===== src/common/smc_settings.svh =====
// Bus widths, register map and timing field widths
// for the static memory controller
`ifndef SMC_SETTINGS_SVH
`define SMC_SETTINGS_SVH

// Bus widths
`define SMC_ADDR_W  32  // AHB and EMI address
`define SMC_DATA_W  32  // AHB, APB and EMI data
`define SMC_BE_W    4   // One enable per byte lane
`define SMC_PADDR_W 5

// APB register map
`define SMC_REG_TIMING 5'h00

// Timing field widths
`define SMC_WS_W   8  // Wait states
`define SMC_EDGE_W 2  // Chip-select lead and trail

// Lead 1, wait states 2, trail 1
`define SMC_TIMING_RESET 32'h0001_0201

`endif


===== src/common/smc_pkg.sv =====
// Shared types: timing register view, transfer size, AHB response,
// EMI engine state
`default_nettype none

package smc_pkg;

`include "smc_settings.svh"

  // Encoding follows hsize[1:0]
  typedef enum logic [1:0] {
    SIZE_BYTE = 2'b00,
    SIZE_HALF = 2'b01,
    SIZE_WORD = 2'b10
  } smc_size_e;

  typedef enum logic [1:0] {
    OKAY  = 2'b00,
    ERROR = 2'b01
  } smc_resp_e;

  // Engine states
  typedef enum logic [1:0] {
    IDLE,
    LEAD,    // CS low, strobe not yet
    STROBE,  // CS and strobe low
    TRAIL    // Bus turnaround
  } smc_state_e;

  typedef struct packed {
    logic [13:0]            spare_hi;     // 31:18, always zero
    logic [`SMC_EDGE_W-1:0] cs_trail;     // 17:16
    logic [`SMC_WS_W-1:0]   wait_states;  // 15:8
    logic [5:0]             spare_lo;     // 7:2, always zero
    logic [`SMC_EDGE_W-1:0] cs_lead;      // 1:0
  } smc_timing_t;

  // Same word as seen by APB and by the engine
  typedef union packed {
    logic [`SMC_DATA_W-1:0] raw;
    smc_timing_t            f;
  } smc_timing_u;

endpackage

`default_nettype wire


===== src/common/smc_cmd_if.sv =====
// One-deep command channel from the AHB slave to the EMI engine
`timescale 1ns/10ps
`default_nettype none

`include "smc_settings.svh"

interface smc_cmd_if (
  input wire logic hclk
);

  // Request side, one-cycle pulse on valid
  logic                   valid;
  logic                   write;    // 1 write, 0 read
  logic [`SMC_ADDR_W-1:0] addr;
  logic [`SMC_BE_W-1:0]   n_be;     // Active low
  logic [`SMC_DATA_W-1:0] wdata;

  // Engine side
  logic                   ready;    // Engine idle
  logic                   done;     // Last strobe cycle
  logic [`SMC_DATA_W-1:0] rdata;    // Valid with done

  modport requester (
    input  hclk, ready, done, rdata,
    output valid, write, addr, n_be, wdata
  );

  modport server (
    input  hclk, valid, write, addr, n_be, wdata,
    output ready, done, rdata
  );

endinterface

`default_nettype wire


===== src/rtl/smc_config_regs.sv =====
// APB timing register with readback
`timescale 1ns/10ps
`default_nettype none

`include "smc_settings.svh"

module smc_config_regs
  import smc_pkg::*;
(
  input  wire logic                    hclk,
  input  wire logic                    rst_n,
  input  wire logic                    psel,
  input  wire logic                    penable,
  input  wire logic                    pwrite,
  input  wire logic [`SMC_PADDR_W-1:0] paddr,
  input  wire logic [`SMC_DATA_W-1:0]  pwdata,
  output logic [`SMC_DATA_W-1:0]       prdata,
  output smc_timing_u                  timing
);

  logic        reg_hit;   // Offset decode
  logic        wr_en;
  logic        rd_en;
  smc_timing_u wr_view;   // pwdata seen as fields
  smc_timing_u wr_word;   // Spare bits cleared

  assign reg_hit = (paddr == `SMC_REG_TIMING);
  assign wr_en   = psel & penable & pwrite & reg_hit;   // Access phase only
  assign rd_en   = psel & penable & ~pwrite & reg_hit;

  assign wr_view.raw = pwdata;

  // Keep only the defined fields
  always_comb begin
    wr_word               = '0;
    wr_word.f.cs_lead     = wr_view.f.cs_lead;
    wr_word.f.wait_states = wr_view.f.wait_states;
    wr_word.f.cs_trail    = wr_view.f.cs_trail;
  end

  //--------------------------------------------------------------------
  // Timing register
  //--------------------------------------------------------------------
  always_ff @(posedge hclk) begin
    if (!rst_n) begin
      timing.raw <= `SMC_TIMING_RESET;
    end else if (wr_en) begin
      timing <= wr_word;
    end
  end

  // Other offsets read zero
  assign prdata = rd_en ? timing.raw : '0;

endmodule

`default_nettype wire


===== src/rtl/smc_ahb_slave.sv =====
// AHB-Lite slave: address capture, alignment check, byte enables,
// wait and error responses, command issue to the EMI engine
`timescale 1ns/10ps
`default_nettype none

`include "smc_settings.svh"

module smc_ahb_slave
  import smc_pkg::*;
(
  input  wire logic                   hclk,
  input  wire logic                   rst_n,
  input  wire logic [`SMC_ADDR_W-1:0] haddr,
  input  wire logic [1:0]             htrans,
  input  wire logic                   hsel,
  input  wire logic                   hwrite,
  input  wire logic [2:0]             hsize,
  input  wire logic [`SMC_DATA_W-1:0] hwdata,
  input  wire logic                   hready,
  output logic [`SMC_DATA_W-1:0]      smc_hrdata,
  output logic                        smc_hready,
  output smc_resp_e                   smc_hresp,
  smc_cmd_if.requester                cmd
);

  smc_size_e              size;
  logic                   capture;     // Address phase accepted
  logic                   bad_xfer;    // Misaligned or unsupported size
  logic [`SMC_BE_W-1:0]   n_be_dec;

  // Data phase tracking
  logic                   pend;        // Legal access waiting for engine
  logic                   issued;      // Handed over, waiting for done
  logic                   err_1;       // First ERROR cycle
  logic                   err_2;       // Second ERROR cycle

  // Captured address phase
  logic                   a_write;
  logic [`SMC_ADDR_W-1:0] a_addr;
  logic [`SMC_BE_W-1:0]   a_n_be;

  assign size    = smc_size_e'(hsize[1:0]);
  assign capture = hsel & htrans[1] & hready;   // NONSEQ or SEQ, bus not held

  //--------------------------------------------------------------------
  // Size and alignment decode
  //--------------------------------------------------------------------
  always_comb begin
    n_be_dec = '1;
    bad_xfer = 1'b0;
    case (size)
      SIZE_BYTE: n_be_dec = ~(4'b0001 << haddr[1:0]);
      SIZE_HALF: begin
        n_be_dec = ~(4'b0011 << {haddr[1], 1'b0});
        bad_xfer = haddr[0];                  // Odd halfword
      end
      SIZE_WORD: begin
        n_be_dec = '0;
        bad_xfer = |haddr[1:0];
      end
      default:   bad_xfer = 1'b1;            // Doubleword
    endcase
    if (hsize[2]) begin
      bad_xfer = 1'b1;                       // Wider than the bus
    end
  end

  //--------------------------------------------------------------------
  // Data phase control
  //--------------------------------------------------------------------
  always_ff @(posedge hclk) begin
    if (!rst_n) begin
      pend   <= 1'b0;
      issued <= 1'b0;
      err_1  <= 1'b0;
      err_2  <= 1'b0;
    end else begin
      err_1 <= capture & bad_xfer;
      err_2 <= err_1;
      if (capture && !bad_xfer) begin
        pend <= 1'b1;
      end else if (cmd.valid) begin
        pend <= 1'b0;
      end
      if (cmd.valid) begin
        issued <= 1'b1;
      end else if (cmd.done) begin
        issued <= 1'b0;
      end
    end
  end

  always_ff @(posedge hclk) begin
    if (capture) begin
      a_write <= hwrite;
      a_addr  <= haddr;
      a_n_be  <= n_be_dec;
    end
  end

  // Issue once the engine is idle, write data straight from the data phase
  assign cmd.valid = pend & cmd.ready;
  assign cmd.write = a_write;
  assign cmd.addr  = a_addr;
  assign cmd.n_be  = a_n_be;
  assign cmd.wdata = hwdata;

  // Low through the data phase, released by done or second ERROR cycle
  assign smc_hready = ~(pend | issued | err_1) | (issued & cmd.done);
  assign smc_hresp  = (err_1 | err_2) ? ERROR : OKAY;
  assign smc_hrdata = cmd.rdata;

endmodule

`default_nettype wire


===== src/emi/smc_emi_engine.sv =====
// EMI access engine: state machine, lead/trail and wait-state counters,
// registered chip select, strobes, address and write data
`timescale 1ns/10ps
`default_nettype none

`include "smc_settings.svh"

module smc_emi_engine
  import smc_pkg::*;
(
  input  wire logic                   hclk,
  input  wire logic                   rst_n,
  input  wire smc_timing_u            timing,
  smc_cmd_if.server                   cmd,
  input  wire logic [`SMC_DATA_W-1:0] data_smc,
  output logic [`SMC_ADDR_W-1:0]      smc_addr,
  output logic [`SMC_DATA_W-1:0]      smc_data,
  output logic [`SMC_BE_W-1:0]        smc_n_be,
  output logic                        smc_n_cs,
  output logic [`SMC_BE_W-1:0]        smc_n_we,
  output logic                        smc_n_wr,
  output logic                        smc_n_rd,
  output logic                        smc_n_ext_oe,
  output logic                        smc_busy
);

  smc_state_e             state;
  logic [`SMC_EDGE_W-1:0] edge_cnt;    // Lead, then trail
  logic [`SMC_WS_W-1:0]   ws_cnt;      // Strobe cycles left minus one
  logic [`SMC_EDGE_W-1:0] trail_q;     // Trail taken at acceptance
  logic                   wr_q;        // Access direction

  logic                   accept;
  logic                   strobe_go;   // Strobe falls on next edge
  logic                   strobe_end;  // Last strobe cycle
  logic                   acc_write;
  logic [`SMC_BE_W-1:0]   acc_n_be;

  assign accept     = cmd.valid & cmd.ready;
  assign strobe_end = (state == STROBE) && (ws_cnt == '0);
  assign strobe_go  = (accept && (timing.f.cs_lead == '0)) ||
                      ((state == LEAD) && (edge_cnt == '0));

  // Direction and lanes straight from the command when lead is zero
  assign acc_write = accept ? cmd.write : wr_q;
  assign acc_n_be  = accept ? cmd.n_be  : smc_n_be;

  //--------------------------------------------------------------------
  // State machine and control outputs
  //--------------------------------------------------------------------
  always_ff @(posedge hclk) begin
    if (!rst_n) begin
      state        <= IDLE;
      edge_cnt     <= '0;
      ws_cnt       <= '0;
      trail_q      <= '0;
      wr_q         <= 1'b0;
      smc_n_cs     <= 1'b1;
      smc_n_be     <= '1;
      smc_n_rd     <= 1'b1;
      smc_n_wr     <= 1'b1;
      smc_n_we     <= '1;
      smc_n_ext_oe <= 1'b1;
    end else begin
      case (state)
        IDLE: begin
          if (accept) begin
            state        <= (timing.f.cs_lead == '0) ? STROBE : LEAD;
            edge_cnt     <= timing.f.cs_lead - 1'b1;   // Don't care if lead is 0
            ws_cnt       <= timing.f.wait_states;
            trail_q      <= timing.f.cs_trail;
            wr_q         <= cmd.write;
            smc_n_cs     <= 1'b0;
            smc_n_be     <= cmd.n_be;
            smc_n_ext_oe <= ~cmd.write;                // Drive bus on writes
          end
        end
        LEAD: begin
          if (edge_cnt == '0) begin
            state <= STROBE;
          end else begin
            edge_cnt <= edge_cnt - 1'b1;
          end
        end
        STROBE: begin
          if (strobe_end) begin
            state        <= (trail_q == '0) ? IDLE : TRAIL;
            edge_cnt     <= trail_q - 1'b1;
            smc_n_cs     <= 1'b1;
            smc_n_be     <= '1;
            smc_n_ext_oe <= 1'b1;
          end else begin
            ws_cnt <= ws_cnt - 1'b1;
          end
        end
        TRAIL: begin
          if (edge_cnt == '0) begin
            state <= IDLE;
          end else begin
            edge_cnt <= edge_cnt - 1'b1;
          end
        end
        default: state <= IDLE;
      endcase

      // Strobes cover the whole wait-state phase
      if (strobe_go) begin
        smc_n_rd <= acc_write;
        smc_n_wr <= ~acc_write;
        smc_n_we <= acc_write ? acc_n_be : '1;   // Lane strobes follow n_be
      end else if (strobe_end) begin
        smc_n_rd <= 1'b1;
        smc_n_wr <= 1'b1;
        smc_n_we <= '1;
      end
    end
  end

  //--------------------------------------------------------------------
  // Address and write data
  //--------------------------------------------------------------------
  always_ff @(posedge hclk) begin
    if (accept) begin
      smc_addr <= cmd.addr;
      smc_data <= cmd.wdata;
    end
  end

  assign cmd.ready = (state == IDLE);   // Low through trail too
  assign cmd.done  = strobe_end;
  assign cmd.rdata = strobe_end ? data_smc : '0;   // Device drives during strobe
  assign smc_busy  = (state != IDLE);

endmodule

`default_nettype wire


===== src/rtl/smc_top.sv =====
// Static memory controller top: AHB slave, APB timing register, EMI engine
`timescale 1ns/10ps
`default_nettype none

`include "smc_settings.svh"

module smc_top
  import smc_pkg::*;
(
  input  wire logic                    hclk,
  input  wire logic                    rst_n,
  // APB
  input  wire logic                    psel,
  input  wire logic                    penable,
  input  wire logic                    pwrite,
  input  wire logic [`SMC_PADDR_W-1:0] paddr,
  input  wire logic [`SMC_DATA_W-1:0]  pwdata,
  output logic [`SMC_DATA_W-1:0]       prdata,
  // AHB
  input  wire logic [`SMC_ADDR_W-1:0]  haddr,
  input  wire logic [1:0]              htrans,
  input  wire logic                    hsel,
  input  wire logic                    hwrite,
  input  wire logic [2:0]              hsize,
  input  wire logic [`SMC_DATA_W-1:0]  hwdata,
  input  wire logic                    hready,
  output logic [`SMC_DATA_W-1:0]       smc_hrdata,
  output logic                         smc_hready,
  output logic [1:0]                   smc_hresp,
  // EMI
  output logic [`SMC_ADDR_W-1:0]       smc_addr,
  output logic [`SMC_DATA_W-1:0]       smc_data,
  input  wire logic [`SMC_DATA_W-1:0]  data_smc,
  output logic [`SMC_BE_W-1:0]         smc_n_be,
  output logic                         smc_n_cs,
  output logic [`SMC_BE_W-1:0]         smc_n_we,
  output logic                         smc_n_wr,
  output logic                         smc_n_rd,
  output logic                         smc_n_ext_oe,
  output logic                         smc_busy
);

  smc_timing_u timing;   // Register to engine
  smc_resp_e   hresp;

  smc_cmd_if cmd_if (.hclk(hclk));

  smc_config_regs u_regs (
    .hclk, .rst_n, .psel, .penable, .pwrite, .paddr, .pwdata, .prdata,
    .timing (timing)
  );

  smc_ahb_slave u_ahb (
    .hclk, .rst_n, .haddr, .htrans, .hsel, .hwrite, .hsize, .hwdata, .hready,
    .smc_hrdata, .smc_hready,
    .smc_hresp (hresp),
    .cmd       (cmd_if.requester)
  );

  smc_emi_engine u_emi (
    .hclk, .rst_n,
    .timing (timing),
    .cmd    (cmd_if.server),
    .data_smc, .smc_addr, .smc_data, .smc_n_be, .smc_n_cs, .smc_n_we,
    .smc_n_wr, .smc_n_rd, .smc_n_ext_oe, .smc_busy
  );

  assign smc_hresp = hresp;   // Plain 2-bit response at the pins

endmodule

`default_nettype wire


===== config.mk =====
export PLATFORM = sky130hd
export DESIGN_NAME = smc_top
export DESIGN_NICKNAME = d
export VERILOG_FILES = /design/src/common/smc_pkg.sv /design/src/common/smc_cmd_if.sv /design/src/rtl/smc_config_regs.sv /design/src/rtl/smc_ahb_slave.sv /design/src/emi/smc_emi_engine.sv /design/src/rtl/smc_top.sv
export VERILOG_INCLUDE_DIRS = /design/src /design/src/common
export SDC_FILE = /design/constraint.sdc
export NUM_CORES = 1
export LEC_CHECK = 0
export ABC_AREA = 1
export BUFFER_PORTS_ARGS = -buffer_cell sky130_fd_sc_hd__buf_2
export CORE_MARGIN = 5
export CORE_UTILIZATION = 50
export CTS_BUF_LIST = sky130_fd_sc_hd__clkbuf_16
export DETAILED_ROUTE_END_ITERATION = 6
export GPL_ROUTABILITY_DRIVEN = 0
export PLACE_DENSITY = 0.86
export SLEW_MARGIN = 10
export SYNTH_ARGS = -nofsm -noshare
export SYNTH_HDL_FRONTEND = slang
export SYNTH_SLANG_ARGS = --single-unit

===== constraint.sdc =====
create_clock -name hclk -period 4.3 [get_ports hclk]
set_input_delay 0.645 -clock hclk [delete_from_list [all_inputs] [get_ports hclk]]
set_output_delay 0.645 -clock hclk [all_outputs]
set_load 0.02 [all_outputs]

==> impl_metrics.ini <==
[synthesis]
synth-seq-area-share = 0.646
ys_types = 36
yosysTopAreaCell = edfxtp_1
netlist_area_um2 = 6020
netlist.area_leader.share = 0.504
yosys_warnings = 0
synth_seq_cells = 144
syn_inst = 553
postSynthAreaPerCell_um2 = 10.9
synthTopCellsByArea = edfxtp_1 50%, dfxtp_1 14%, inv_1 5.0%

[routing]
routedWlPerCell_um = 14.3
drt_iter0_drc = 268
firstDrtPassIters = 5
ant_nets = 0
post-route-drc-count = 0
via_per_inst = 4.72
num_vias = 4574
drt-total-wl_mm = 13.9

[cts]
cts.clk_slew.worst_paths_ns = 0.07
cts_tree = done
htreeDepth = 4
insertion_delay_ns = 0.41
cts_sinks = 144
cts_buffer_depth = 2
cts-root-buf = clkbuf_16
ctsResizeCount = 0
cts_buffers = 17
cts-hold-fix-buffers = 0
post_cts_buffers = 0

[floorplanning]
core_area_um2 = 11900
num_rows = 40
die_w_um = 120
io_pins = 290
start_util = 0.506
die-area_um2 = 14300
dieHeight_um = 120

[global_routing]
grt_pass1_wl_mm = 21.4
grt_max_degree = 41
grt_pass1_vias = 4335
grt_overflow_total = 0
antenna_found_initial = 0
grt_util_all_layers = 0.189

[setup_path]
crit_path_start_kind = flip-flop
cp_cell_sequence = inv_2 -> nand2_4 -> inv_6 -> nand2_4 -> nor2_4 -> nand2_4 -> nor2_1 -> buf_2
slowest_delay_ns = 0.55
cp_data_required_time_ns = 3.65
crit_path_frequent_cell = nand2_4
arrival_ns = 2.28
critPathKind = flip-flop to primary output
cp_slowest_cell = nand2_4
cp-end-kind = primary output
r2r_cells = 4
cp_max_fo = 32
r2r-start = u_emi.state[1]$_SDFFE_PN0P_
cp-startpoint = u_emi.state[0]$_SDFFE_PN0P_

[run]
drv_cap = 0

[sta]
finalCritPeriodShare = 0.681
rsz0062_at_grt = no
setup_tns_ns = 0
drv_slew = 0
max_freq_ghz = 0.342
slew_headroom = 0.387
skew_ns = 0.00733
finalCriticalPeriod_ns = 2.93
finalSetupViolations = 0
tightest_slew_ns = 0.916
hold_viol_final = 0
hold_ws_ns = 0.405

[worst_hold_path]
worstHoldPathType = primary input to flip-flop
hold-path-cell-count = 1
hp-start = haddr[11]

[placed_design]
numPortBuffers = 247
dpl.hpwl_mm = 10.6

[power]
ir_worst_vdd_uv = 273
leakage_nw = 3.64
power_density_nw_per_um2 = 535

[layout]
layout_common_cells = 247 x buf_2, 101 x edfxtp_1, 81 x inv_1, 75 x nand2_1, 72 x nor2_1
mostFrequentLayoutCell = buf_2
nets = 956
n_fill_cell = 909
drive_gt1_frac = 0.410
num_antenna_cells = 0
area_delta_synth_final_pct = 30.0

[outcome]
outcome = completed
state kept, by name, summed over array words and instances (netlist names), 2 cells and up:
signal,count
u_ahb.cmd.addr,32
u_ahb.cmd.n_be,4
u_emi.edge_cnt,2
u_emi.smc_addr,32
u_emi.smc_data,32
u_emi.smc_n_be,4
u_emi.smc_n_we,4
u_emi.state,2
u_emi.trail_q,2
u_emi.ws_cnt,8
u_regs.timing,12
worst paths after layout:
| path | slack, ns | to |
|---|---|---|
| worst max-delay path | 1.37 | smc_hrdata[0] |
| worst min-delay path | 0.40 | u_ahb.cmd.addr[11]$_DFFE_PP_ |
| worst max register to register | 1.92 | u_emi.smc_data[24]$_DFFE_PP_ |
| worst min register to register | 0.42 | u_emi.smc_addr[1]$_DFFE_PP_ |
worst max-delay path, delay by kind of cell, from the launching register on:
kind	cells	cell delay (ns)
DFF	1	0.52
and+or+nand+nor	5	0.93
buffers and inverters	3	0.41
synth_stat cells:
| library cell | n |
|---|---|
| o21ai_0 | 32 |
| edfxtp_1 | 101 |
| inv_2 | 4 |
| or2_2 | 2 |
| ha_1 | 1 |
| nor2_4 | 22 |
| nand2_2 | 1 |
| o31ai_1 | 1 |
| a21oi_1 | 6 |
| buf_6 | 4 |
| nand2_4 | 8 |
| nand3_1 | 31 |
| clkbuf_1 | 4 |
| o22ai_1 | 3 |
| inv_1 | 80 |
| or3_1 | 1 |
| o21ai_2 | 5 |
| o21bai_1 | 1 |
| clkinv_1 | 2 |
| nor2_2 | 10 |
| o21ai_4 | 1 |
| buf_8 | 2 |
| buf_4 | 21 |
| nor3_1 | 1 |
| inv_6 | 1 |
| o22ai_2 | 1 |
| dfxtp_1 | 43 |
| o211ai_1 | 3 |
| nand4_1 | 3 |
| buf_2 | 1 |
| nand2_1 | 75 |
| a21oi_2 | 1 |
| conb_1 | 1 |
| nor2_1 | 72 |
| o21ai_1 | 7 |
| nand3_2 | 1 |
per-layer routing:
metal / up-vias / routed length [µm] / track usage
met3: 12 / 848 / 0.0452
met2: 183 / 7260 / 0.335
li1: 2278 / - / -
met4: 0 / 178 / 0.0580
met5: - / 0 / 0
met1: 2101 / 5610 / 0.229
area by class of cell:
cell class	instances	area, µm²	area share
clock buffer	17	425	0.0543
clock inverter	15	124	0.0158
inverter	87	332	0.0423
multi-input combinational	310	1620	0.207
sequential	144	3890	0.497
tap	147	184	0.0235
timing repair buffer	249	1250	0.160
through the flow:
| step | area, µm² | std cells | utilization | setup WS [ns] | power [W] |
|---|---|---|---|---|---|
| CTS | 7830 | 969 | 0.657 | 1.36 | 0.00422 |
| floorplan | 6100 | 573 | - | 1.94 | 0.00261 |
| finish | 7830 | 969 | 0.657 | 1.37 | 0.00419 |
| global route | 7830 | 969 | 0.657 | 1.22 | 0.00442 |
| global placement | 7280 | 937 | 0.611 | 1.78 | 0.00284 |
| detailed placement | 7280 | 937 | 0.611 | 1.71 | 0.00287 |
power breakdown:
part	leakage, nW	switching (W)	internal (W)	total, W
clock	0.267	0.000585	0.000754	0.00134
sequential	1.27	0.0000645	0.00158	0.00164
combinational	2.11	0.000818	0.000388	0.00121
kinds of logic after synthesis:
kind of cell	Yosys count	share of synthesized area
adders and majority gates	1	0.00208
buffers and inverters	119	0.0970
AOI/OAI and AO/OA	61	0.0602
and+or+nand+nor	227	0.194
other	1	0.000623
DFF	144	0.646
Note: power is estimated with default switching activity, not from simulation.
